### src/logic/pkt_pkg.sv
package pkt_pkg;

    // Bus geometry
    localparam int DATA_BYTES = 4;
    localparam int MTY_WID    = 2;
    localparam int META_WID   = 8;

    // Legal packet length range, in bytes
    localparam int MIN_PKT_BYTES = 6;
    localparam int MAX_PKT_BYTES = 64;

    // Byte counter width, room for the max length plus one beat
    localparam int LEN_WID = 7;

    // Beat as it arrives on the input
    typedef struct packed {
        logic [DATA_BYTES*8-1:0] data;
        logic                    eop;
        logic [MTY_WID-1:0]      mty;
        logic                    err;
        logic [META_WID-1:0]     meta;
    } in_beat_t;

    // Beat after length check and metadata stamping
    typedef struct packed {
        logic [DATA_BYTES*8-1:0] data;
        logic                    eop;
        logic [MTY_WID-1:0]      mty;
        logic                    err;
        logic [META_WID-1:0]     meta;
    } out_beat_t;

endpackage : pkt_pkg
### src/logic/pkt_stamp_path.sv
`timescale 1ns/1ps

module pkt_stamp_path (
    input  logic                             clk,
    input  logic                             srst,

    input  logic                             in_vld,
    output logic                             in_rdy,
    input  logic [pkt_pkg::DATA_BYTES*8-1:0] in_data,
    input  logic                             in_eop,
    input  logic [pkt_pkg::MTY_WID-1:0]      in_mty,
    input  logic                             in_err,
    input  logic [pkt_pkg::META_WID-1:0]     in_meta,

    output logic                             out_vld,
    input  logic                             out_rdy,
    output logic [pkt_pkg::DATA_BYTES*8-1:0] out_data,
    output logic                             out_eop,
    output logic [pkt_pkg::MTY_WID-1:0]      out_mty,
    output logic                             out_err,
    output logic [pkt_pkg::META_WID-1:0]     out_meta
);

    pkt_pkg::in_beat_t  in_beat;
    pkt_pkg::in_beat_t  mid_beat;
    pkt_pkg::out_beat_t stamped_beat;
    pkt_pkg::out_beat_t out_beat;

    logic                         mid_vld;
    logic                         mid_rdy;
    logic                         mid_err;
    logic [pkt_pkg::META_WID-1:0] mid_meta;

    assign in_beat.data = in_data;
    assign in_beat.eop  = in_eop;
    assign in_beat.mty  = in_mty;
    assign in_beat.err  = in_err;
    assign in_beat.meta = in_meta;

    pkt_skid_buf #(
        .payload_t (pkt_pkg::in_beat_t)
    ) u_in_slice (
        .clk         (clk),
        .srst        (srst),
        .in_vld      (in_vld),
        .in_rdy      (in_rdy),
        .in_payload  (in_beat),
        .out_vld     (mid_vld),
        .out_rdy     (mid_rdy),
        .out_payload (mid_beat)
    );

    pkt_len_check u_len_check (
        .clk     (clk),
        .srst    (srst),
        .vld     (mid_vld),
        .rdy     (mid_rdy),
        .eop     (mid_beat.eop),
        .mty     (mid_beat.mty),
        .err_in  (mid_beat.err),
        .err_out (mid_err)
    );

    pkt_meta_stamp u_meta_stamp (
        .clk      (clk),
        .srst     (srst),
        .vld      (mid_vld),
        .rdy      (mid_rdy),
        .eop      (mid_beat.eop),
        .meta_in  (mid_beat.meta),
        .meta_out (mid_meta)
    );

    // Only err and meta are rewritten
    assign stamped_beat.data = mid_beat.data;
    assign stamped_beat.eop  = mid_beat.eop;
    assign stamped_beat.mty  = mid_beat.mty;
    assign stamped_beat.err  = mid_err;
    assign stamped_beat.meta = mid_meta;

    pkt_skid_buf #(
        .payload_t (pkt_pkg::out_beat_t)
    ) u_out_slice (
        .clk         (clk),
        .srst        (srst),
        .in_vld      (mid_vld),
        .in_rdy      (mid_rdy),
        .in_payload  (stamped_beat),
        .out_vld     (out_vld),
        .out_rdy     (out_rdy),
        .out_payload (out_beat)
    );

    assign out_data = out_beat.data;
    assign out_eop  = out_beat.eop;
    assign out_mty  = out_beat.mty;
    assign out_err  = out_beat.err;
    assign out_meta = out_beat.meta;

endmodule : pkt_stamp_path

### src/logic/pkt_meta_stamp.sv
`timescale 1ns/1ps

module pkt_meta_stamp (
    input  logic                         clk,
    input  logic                         srst,

    input  logic                         vld,
    input  logic                         rdy,
    input  logic                         eop,
    input  logic [pkt_pkg::META_WID-1:0] meta_in,
    output logic [pkt_pkg::META_WID-1:0] meta_out
);

    logic                         xfer;
    logic                         sop;
    logic [pkt_pkg::META_WID-1:0] meta_q;

    assign xfer = vld && rdy;

    // Start of packet follows each eop transfer
    always_ff @(posedge clk) begin
        if (srst) begin
            sop <= 1'b1;
        end else if (xfer) begin
            sop <= eop;
        end
    end

    // Capture metadata on first beat
    always_ff @(posedge clk) begin
        if (xfer && sop) begin
            meta_q <= meta_in;
        end
    end

    // First beat passes straight through, later beats reuse the held value
    assign meta_out = sop ? meta_in : meta_q;

endmodule : pkt_meta_stamp

### src/logic/pkt_len_check.sv
`timescale 1ns/1ps

module pkt_len_check (
    input  logic                       clk,
    input  logic                       srst,

    input  logic                       vld,
    input  logic                       rdy,
    input  logic                       eop,
    input  logic [pkt_pkg::MTY_WID-1:0] mty,
    input  logic                       err_in,
    output logic                       err_out
);

    typedef logic [pkt_pkg::LEN_WID:0] sum_t;

    logic                         xfer;
    logic [pkt_pkg::LEN_WID-1:0]  byte_cnt;
    logic [pkt_pkg::LEN_WID-1:0]  total;
    sum_t                         beat_bytes;
    sum_t                         sum;
    logic                         len_bad;

    assign xfer = vld && rdy;

    // Last beat carries DATA_BYTES minus the empty count
    assign beat_bytes = eop ? sum_t'(pkt_pkg::DATA_BYTES) - sum_t'(mty)
                            : sum_t'(pkt_pkg::DATA_BYTES);

    assign sum = sum_t'(byte_cnt) + beat_bytes;

    // Saturate at all ones
    assign total = sum[pkt_pkg::LEN_WID] ? '1 : sum[pkt_pkg::LEN_WID-1:0];

    assign len_bad = (total < pkt_pkg::LEN_WID'(pkt_pkg::MIN_PKT_BYTES)) ||
                     (total > pkt_pkg::LEN_WID'(pkt_pkg::MAX_PKT_BYTES));

    assign err_out = err_in || (eop && len_bad);

    always_ff @(posedge clk) begin
        if (srst) begin
            byte_cnt <= '0;
        end else if (xfer) begin
            if (eop) begin
                byte_cnt <= '0;
            end else begin
                byte_cnt <= total;
            end
        end
    end

    // Empty count only meaningful on last beat
    assert property (
        @(posedge clk) disable iff (srst)
        vld && !eop |-> mty == '0
    ) else $error("pkt_len_check: nonzero mty on non-eop beat");

endmodule : pkt_len_check

### src/logic/pkt_skid_buf.sv
`timescale 1ns/1ps

module pkt_skid_buf #(
    parameter type payload_t = logic [7:0]
) (
    input  logic     clk,
    input  logic     srst,

    input  logic     in_vld,
    output logic     in_rdy,
    input  payload_t in_payload,

    output logic     out_vld,
    input  logic     out_rdy,
    output payload_t out_payload
);

    logic     in_xfer;
    logic     main_load;
    logic     spill_vld;
    logic     spill_vld_nxt;
    payload_t spill_payload;

    // in_rdy is registered, so it is low whenever the spill entry holds a beat
    assign in_xfer = in_vld && in_rdy;

    // Main entry can take a new beat when empty or draining
    assign main_load = !out_vld || out_rdy;

    always_comb begin
        spill_vld_nxt = spill_vld;
        if (main_load) begin
            spill_vld_nxt = 1'b0;
        end else if (in_xfer) begin
            spill_vld_nxt = 1'b1;
        end
    end

    always_ff @(posedge clk) begin
        if (srst) begin
            out_vld   <= 1'b0;
            spill_vld <= 1'b0;
            in_rdy    <= 1'b0;
        end else begin
            spill_vld <= spill_vld_nxt;
            in_rdy    <= !spill_vld_nxt;
            if (main_load) begin
                out_vld <= spill_vld || in_xfer;
            end
        end
    end

    // Older beat in spill always goes out first
    always_ff @(posedge clk) begin
        if (main_load) begin
            out_payload <= spill_vld ? spill_payload : in_payload;
        end
        if (!main_load && in_xfer) begin
            spill_payload <= in_payload;
        end
    end

    // Output held while stalled
    assert property (
        @(posedge clk) disable iff (srst)
        out_vld && !out_rdy |=> $stable(out_payload)
    ) else $error("pkt_skid_buf: payload changed while stalled");

    // No accept with both entries occupied
    assert property (
        @(posedge clk) disable iff (srst)
        !(in_rdy && out_vld && spill_vld)
    ) else $error("pkt_skid_buf: in_rdy high while full");

endmodule : pkt_skid_buf

### config.mk
export PLATFORM = sky130hd
export DESIGN_NAME = pkt_stamp_path
export DESIGN_NICKNAME = d
export VERILOG_FILES = /design/src/logic/pkt_pkg.sv /design/src/logic/pkt_stamp_path.sv /design/src/logic/pkt_meta_stamp.sv /design/src/logic/pkt_len_check.sv /design/src/logic/pkt_skid_buf.sv
export SDC_FILE = /design/constraint.sdc
export NUM_CORES = 1
export LEC_CHECK = 0
export BUFFER_PORTS_ARGS = -buffer_cell sky130_fd_sc_hd__buf_2
export CORE_MARGIN = 2
export CORE_UTILIZATION = 50
export CTS_CLUSTER_DIAMETER = 50
export CTS_CLUSTER_SIZE = 30
export DETAILED_ROUTE_END_ITERATION = 8
export HOLD_SLACK_MARGIN = 0.08
export PLACE_DENSITY = 0.81
export SETUP_SLACK_MARGIN = 0.05
export SYNTH_ARGS = -nofsm -noshare
export SYNTH_HDL_FRONTEND = slang
export SYNTH_SLANG_ARGS = --single-unit
### constraint.sdc
create_clock -name clk -period 4.4 [get_ports clk]
set_input_delay 0.22 -clock clk [delete_from_list [all_inputs] [get_ports clk]]
set_output_delay 0.22 -clock clk [all_outputs]
set_load 0.05 [all_outputs]
==> out/results.ini, run 1 <==
[outcome]
status=finished, final reports clean

[hold_path]
hp-start=srst
min_path_type=in2reg

[logic_synthesis]
ys_warn_count=0
synthCells=399
yosysSeqAreaShare_pct=77.7
muxShareOfSynthArea_pct=14.0
yosys-top-cells-area=edfxtp_1, mux2_2, dfxtp_1
synth_seq_cells=198
yosysTopAreaCell=edfxtp_1
synthXorXnorAreaFrac_pct=0.117
syn_avg_cell_area_um2=18.7
synth-compound-area-share_pct=2.93
synth-simple-area-share_pct=3.08
synth_top_family_by_area=multiplexers
synth_top_cell_area_share_pct=73.9
synth_fa_ha_area_share_pct=0.938
synth.distinct_cells=36
synth.net_count=452
synth_area_um2=7470

[timing]
fin_crit_ns=2.85
worst_pin_slew_ns=1.18
hold_ws_ns=0.142
setup_viol=0
fin_crit_sh_pct=64.7
skew_ns=0.00949
hold_violations=0
rsz0062_at_grt=false
fmax_mhz=351
fin_tns_setup_ns=0
slew_violations=0
relSlewSlack_pct=21.5

[run]
drv_cap=0

[finish]
layout_common_cells=edfxtp_1, buf_2, mux2_2
final_cell_area_um2=9170
fillers=1008
diodes=0
mostFrequentLayoutCell=edfxtp_1
syn_to_final_growth_pct=22.7
post-route-util_pct=62.8
layout.nets=597
drive_above_1_share_pct=41.4

[route]
finalWirelength_um=13300
first_pass_iters=4
vias=3905
route.antenna.remaining_nets=0
wl_per_cell_um=18.0
drc=0
drt-vias-per-instance=5.28
first_iter_violations=310

[pwr]
p_leak_nw=3.31
ir_worst_vdd_mv=0.285
powerDensity_nw_per_um2=436
total_power_mw=3.99

[worst_setup_path]
r2r-start=u_in_slice.out_payload[11]$_DFFE_PN_
worstPathArrival_ns=3.02
crit_fanout=12
crit_start=u_in_slice.out_payload[11]$_DFFE_PN_
required_ns=4.57
cp-start-kind=flip-flop
endpoint_kind=flip-flop
critPathKind=reg2reg

[clock_tree]
cts_tree=built
clk_path_buf_depth=2
cts_buffers=17
post_cts.repair.setup_buffers=0
cts.clk_slew.worst_paths_ns=0.07
clkSinkCount=198
ctsHoldBuffers=44
post_cts_resized=0
htreeDepth=4
clock_latency_ns=0.43
cts_root_buf=clkbuf_16

[global_routing]
grt_start_max_net_pins=49
track_usage_pct=17.3
grt_pass1_vias=4095
grt_first_pass_wirelength_um=21000
grt_antenna_before_repair=0
grt_overflow=0

[die]
die_h_um=126
rows=44
fp.dieW_um=126
core_area_um2=14600
start_util_pct=51.2
dieArea_um2=15900
ioPinCount=94

[placement]
place_hpwl_um=7870
port-buffer-count=93
placedInstanceArea_um2=8150
routabilityCongestion=0.800

power by group:
part	switching, mW	total [mW]	leakage [nW]	internal (mW)
sequential	0.0319	2.17	1.90	2.14
clock	0.700	1.50	0.275	0.795
combinational	0.208	0.327	1.13	0.119
total	0.940	3.99	3.31	3.05
layer usage:
layer | routed length, um | GRT usage, % | vias to the layer above
met1 | 5650 | 20.8 | 1909
met5 | 0 | 0 | -
met3 | 579 | 4.55 | 29
met4 | 289 | 7.82 | 0
met2 | 6830 | 29.6 | 127
li1 | - | - | 1840
worst max-delay path: stages, from the launching register on:
cell and delay (ns):
edfxtp_1 0.59, inv_1 0.14, nor2_1 0.13, ha_1 0.20
inv_1 0.06, fa_1 0.43, xor2_1 0.27, nor4bb_1 0.37
o211ai_1 0.19, o21ai_2 0.14, o21ai_2 0.07
cell type report:
| type | count | area (um2) | area share [%] |
|---|---|---|---|
| flip-flops and latches | 198 | 5810 | 63.4 |
| multi-input cells | 179 | 1590 | 17.4 |
| repair buffers | 141 | 936 | 10.2 |
| clock buffers | 17 | 425 | 4.64 |
| well taps | 184 | 230 | 2.51 |
| clock inverters | 14 | 148 | 1.61 |
| inverters | 7 | 26.3 | 0.287 |
final timing paths:
check / slack [ns] / end / depth (start not counted)
max: 1.55 / u_out_slice.out_payload[8]$_DFFE_PP_ / 10
max reg2reg: 1.55 / u_out_slice.out_payload[8]$_DFFE_PP_ / 10
min: 0.14 / u_len_check.byte_cnt[4]$_SDFFE_PP0P_ / 2
min reg2reg: 0.45 / u_out_slice.spill_payload[36]$_DFFE_PP_ / 0
metrics by stage:
stage / instances / setup WS [ns]
final: 740 / 1.55
after global routing: 740 / 1.24
after CTS: 740 / 1.66
after detailed placement: 665 / 1.68
after global placement: 665 / 1.82
after floorplan: 399 / 0.148
kinds of logic (layout without fill, tap and decap cells):
logic type	count (synthesis)	after routing
AO/OA/AOI/OAI	33	33
XOR/XNOR	1	1
adder cells (fa/ha/maj)	5	5
buffers and inverters	22	179
flip-flops	198	198
multiplexers	93	93
AND/OR/NAND/NOR	47	47
synthesized netlist by cell type:
cell and number:
dfxtp_1 14, o21bai_1 1, o21ai_0 6, edfxtp_1 184, mux2_2 92, nor2b_4 1, nor2_1 19, o21ai_2 2
buf_2 8, a22oi_1 1, nor4bb_1 1, inv_1 7, ha_1 4, nand2b_1 4, a21oi_1 11, a31oi_1 2
a2bb2oi_1 1, xor2_1 1, o211ai_1 2, nand3b_1 1, and3_1 2, nor4_1 2, fa_1 1, a211oi_1 2
o21bai_2 1, nor3_1 5, o22a_1 1, nand2_1 8, clkbuf_1 7, o211a_1 1, a41oi_1 1, mux2i_1 1
and2_1 1, o2111a_1 1, nand3_1 2, nand4_1 1
sequential cells by signal (all words and copies together) (netlist names):
name and cells:
u_in_slice.in_rdy 1, u_in_slice.out_payload 44, u_in_slice.out_vld 1, u_in_slice.spill_payload 44
u_in_slice.spill_vld 1, u_len_check.byte_cnt 7, u_meta_stamp.meta_q 8, u_meta_stamp.sop 1
u_out_slice.in_rdy 1, u_out_slice.out_payload 44, u_out_slice.out_vld 1, u_out_slice.spill_payload 44
u_out_slice.spill_vld 1
Power figures use the tool's default switching activity.
==> run 2, diff against run 1 <==
Settings changed: PLACE_DENSITY 0.81 to 0.84.
Clock period 4.4 ns to 2.3 ns, I/O delays scaled along.
==> out/results.ini, run 2 (synthesis results as in run 1) <==
[finish]
syn_to_final_growth_pct=26.8
final_cell_area_um2=9470
layout.nets=616
mostFrequentLayoutCell=edfxtp_1
diodes=0
drive_above_1_share_pct=46.3
layout_common_cells=edfxtp_1, buf_2, mux2_2

[timing]
skew_ns=0.00701
hold_violations=0
fin_tns_setup_ns=-0.201
rsz0062_at_grt=true
timing.final.ws_setup_ns=-0.0874
relSlewSlack_pct=62.5
slew_violations=0
worst_pin_slew_ns=0.561
fin_crit_ns=2.39
setup_viol=3
fmax_mhz=419
fin_crit_sh_pct=104

[die]
die_h_um=126
core_area_um2=14600
dieArea_um2=15900
rows=44
start_util_pct=51.2
ioPinCount=94
fp.dieW_um=126

[worst_setup_path]
worstPathArrival_ns=2.56
cp_slowest_stage_delay_ns=0.41
critical_path.cell_chain=inv_2, ha_4, nand2_4, fa_2, nor2b_4, buf_6, nand3b_1, a2bb2oi_2, buf_4, o21ai_4, o21bai_2
crit_start=u_in_slice.out_payload[9]$_DFFE_PN_
crit_end=u_out_slice.spill_payload[8]$_DFFE_PP_
r2r_cells=11
endpoint_kind=flip-flop
r2r-start=u_in_slice.out_payload[9]$_DFFE_PN_
crit_fanout=4
crit_path_top_delay_cell=fa_2
critPathKind=reg2reg
cp-start-kind=flip-flop
required_ns=2.48
r2r_end=u_out_slice.spill_payload[8]$_DFFE_PP_
reg2reg_slack_ns=-0.09

[pwr]
clkPwrFrac_pct=37.9
powerDensity_nw_per_um2=820
power.share.combinational_pct=8.6
seqPwrFrac_pct=53.5
p_leak_nw=3.42
intPower_mw=6.05
swShare_pct=22.1
switchingPower_mw=1.72
ir_worst_vdd_mv=0.526

[clock_tree]
cts_root_buf=clkbuf_16
cts_tree=built
cts_buffers=17
clock_latency_ns=0.42
clkSinkCount=198
htreeDepth=4
clk_path_buf_depth=2
cts.clk_slew.worst_paths_ns=0.07

[route]
wl_per_cell_um=18.3
vias=4085
first_pass_iters=5
drt-vias-per-instance=5.38
route.antenna.remaining_nets=0
drc=0
first_iter_violations=279
finalWirelength_um=13900

[global_routing]
grt_start_max_net_pins=45
grtUsageMet3_pct=4.55
grt_busiest_layer=met2
grt_overflow=0
grt_pass1_vias=4232
grt_antenna_before_repair=0
track_usage_pct=17.8
grt_util_met2_pct=29.8
use_met1_pct=21.5
grt_first_pass_wirelength_um=21600

[outcome]
violations=setup timing
status=finished with violations

[hold_path]
holdPathStages=3
min_path_type=in2reg

[placement]
placedInstanceArea_um2=8270
place_hpwl_um=8430
port-buffer-count=93
routabilityCongestion=0.758

[run]
drv_cap=0

[run 2: critical path, delay by kind of cell (launching register included)]
kind,cells,cell delay (ns)
compound gates,3,0.38
flops,1,0.36
simple gates,3,0.37
buf+inv,3,0.35
fa+ha+maj,2,0.69
[run 2: final cells by class]
class | count | area [um2]
clock inverter | 13 | 155
inverter | 7 | 26.3
fill | 1010 | 5120
tap | 184 | 230
timing repair buffer | 160 | 1110
clock buffer | 18 | 429
multi-input combinational | 179 | 1710
sequential | 198 | 5810
[run 2: power groups by stage]
stage | combinational (mW) | clock, mW | sequential, mW
3_3_place_gp | 0.563 | 0 | 4.22
5_1_grt | 0.706 | 3.15 | 4.17
4_1_cts | 0.661 | 3.00 | 4.15
6_report | 0.669 | 2.94 | 4.15
3_5_place_dp | 0.581 | 0 | 4.23
2_1_floorplan | 0.172 | 0 | 4.45
[run 2: worst min path at each step]
stage / slack (ns) / start / to
after global placement: 0.31 / in_data[28] / u_in_slice.spill_payload[40]$_DFFE_PP_
after CTS: 0.26 / out_rdy / u_out_slice.out_vld$_SDFFE_PP0P_
after global routing: 0.32 / out_rdy / u_out_slice.out_vld$_SDFFE_PP0P_
final: 0.26 / out_rdy / u_out_slice.out_vld$_SDFFE_PP0P_
after detailed placement: 0.31 / in_data[11] / u_in_slice.spill_payload[23]$_DFFE_PP_
after floorplan: 0.19 / srst / u_in_slice.spill_vld$_SDFF_PP0_
[run 2: repair_timing]
item | CTS | global route
resized for setup | 13 | 8
hold buffers | 46 | 0
buffers inserted | 3 | 3
pin swaps | 7 | 5
endpoints found under the hold margin | 98 | 0
setup endpoints to repair | 5 | 6
[run 2: stage by stage]
| step | instances | total power, mW | setup WS, ns | hold WS (ns) | util [%] |
|---|---|---|---|---|---|
| 2_1_floorplan | 399 | 4.63 | -0.0350 | 0.194 | - |
| 3_3_place_gp | 676 | 4.78 | 0.0130 | 0.307 | 56.7 |
| 3_5_place_dp | 676 | 4.81 | -0.163 | 0.308 | 56.7 |
| 4_1_cts | 756 | 7.81 | -0.0293 | 0.263 | 64.5 |
| 5_1_grt | 759 | 8.02 | -0.143 | 0.321 | 64.9 |
| 6_report | 759 | 7.76 | -0.0874 | 0.258 | 64.9 |
[run 2: per-layer routing]
metal | vias up | wire, um
met2 | 161 | 7030
met5 | - | 0
met3 | 37 | 670
met1 | 2011 | 5750
met4 | 0 | 427
li1 | 1876 | -
==> run 3, diff against run 2 <==
Settings changed: CORE_UTILIZATION 50 to 46, PLACE_DENSITY 0.84 to 0.79.
==> out/results.ini, run 3 (synthesis results as in run 1) <==
[die]
start_util_pct=47.0
rows=46
fp.dieW_um=131
dieArea_um2=17300
ioPinCount=94
core_area_um2=15900
die_h_um=131

[worst_setup_path]
crit_path_top_delay_cell=fa_2
crit_buf_inv=3
cp_slowest_stage_delay_ns=0.44
endpoint_kind=flip-flop
critical_path_depth=11
cp_common_cell=buf_4
r2r_cells=11
crit_fanout=4
worstPathArrival_ns=2.63
cp-start-kind=flip-flop
critical_path.cell_chain=inv_2, ha_4, nand2_4, fa_2, nor2b_4, buf_4, nand3b_1, a2bb2oi_1, buf_4, o21ai_4, o21bai_2
critPathKind=reg2reg
critical-path-top-delay-family=adder cells
required_ns=2.49

[pwr]
total_power_mw=7.93
p_leak_nw=3.42
powerDensity_nw_per_um2=835
ir_worst_vdd_mv=0.619

[timing]
fin_crit_sh_pct=106
relSlewSlack_pct=56.2
timing.final.ws_setup_ns=-0.139
fmax_mhz=410
fin_crit_ns=2.44
slew_violations=0
rsz0062_at_grt=true
setup_viol=3
hold_violations=0
hold_ws_ns=0.234
worst_pin_slew_ns=0.657
skew_ns=0.00749

[finish]
mostFrequentLayoutCell=edfxtp_1
syn_to_final_growth_pct=27.1
post-route-util_pct=59.8
diodes=0
layout_common_cells=edfxtp_1, buf_2, mux2_2
final_cell_area_um2=9500
drive_above_1_share_pct=45.3
layout.nets=610

[hold_path]
min_path_type=in2reg
holdPathStages=2

[placement]
place_hpwl_um=8400
routabilityCongestion=0.839
port-buffer-count=93
placedInstanceArea_um2=8290

[outcome]
violations=setup timing
status=finished with violations

[route]
drt-vias-per-instance=5.16
vias=4056
drc=0
first_pass_iters=7
finalWirelength_um=14300
route.antenna.remaining_nets=0
wl_per_cell_um=18.2
first_iter_violations=216

[global_routing]
grt_pass1_vias=4396
track_usage_pct=17.0
grt_antenna_before_repair=0
grt_first_pass_wirelength_um=22600
grt_start_max_net_pins=48
grt_overflow=0

[run]
drv_cap=0

[clock_tree]
clkSinkCount=198
cts_buffers=17
cts_root_buf=clkbuf_16
clk_path_buf_depth=2
clock_latency_ns=0.43
cts.clk_slew.worst_paths_ns=0.07
htreeDepth=4
cts_tree=built

[run 3: what timing repair did]
item                                   in CTS  in global routing
pin swaps                                   5                  4
setup buffers                               1                  1
setup endpoints to repair                   3                  4
hold buffers                               46                  0
endpoints found under the hold margin     101                  0
resized for setup                          11                  8
[run 3: where the power goes]
group | switching [mW] | total [mW] | internal (mW) | leakage, nW
Sequential | 0.0580 | 4.15 | 4.10 | 1.90
Clock | 1.27 | 3.10 | 1.83 | 0.295
Combinational | 0.420 | 0.673 | 0.253 | 1.22
Total | 1.75 | 7.93 | 6.18 | 3.42
[run 3: worst paths after layout]
check / start / endpoint / slack, ns
setup / recovery: u_in_slice.out_payload[9]$_DFFE_PN_ / u_out_slice.spill_payload[8]$_DFFE_PP_ / -0.14
hold / removal: out_rdy / u_out_slice.out_payload[9]$_DFFE_PP_ / 0.23
setup reg to reg: u_in_slice.out_payload[9]$_DFFE_PN_ / u_out_slice.spill_payload[8]$_DFFE_PP_ / -0.14
hold reg to reg: u_in_slice.out_payload[24]$_DFFE_PN_ / u_out_slice.spill_payload[24]$_DFFE_PP_ / 0.45
[run 3: metrics by stage]
step,worst slack [ns],cells,setup TNS [ns]
detailed placement,-0.139,706,-0.271
floorplan,-0.0350,399,-0.0648
CTS,-0.0823,785,-0.159
global route,-0.189,786,-0.559
global placement,0.00200,706,0
finish,-0.139,786,-0.289
[run 3: worst register-to-register path: cells and delay by family (launching register included)]
family / cells / cell delay [ns]
fa+ha+maj: 2 / 0.72
buf+inv: 3 / 0.38
simple gates: 3 / 0.33
flops: 1 / 0.37
compound gates: 3 / 0.40
[run 3: cell type report]
type                       count  area [um2]
multi-input combinational    179        1710
tap                          216         270
fill                        1179        6390
clock buffer                  22         484
timing repair buffer         154        1050
inverter                       7        26.3
sequential                   198        5810
clock inverter                10         143
[run 3: layer usage]
| layer | vias up | part of all wire [%] | GRT usage [%] | wire length (um) |
|---|---|---|---|---|
| li1 | 1867 | - | - | - |
| met1 | 2021 | 42 | 20.4 | 5960 |
| met2 | 137 | 52 | 28.9 | 7360 |
| met3 | 31 | 4.7 | 5.36 | 672 |
| met4 | 0 | 2.0 | 5.92 | 286 |
| met5 | - | 0 | 0 | 0 |
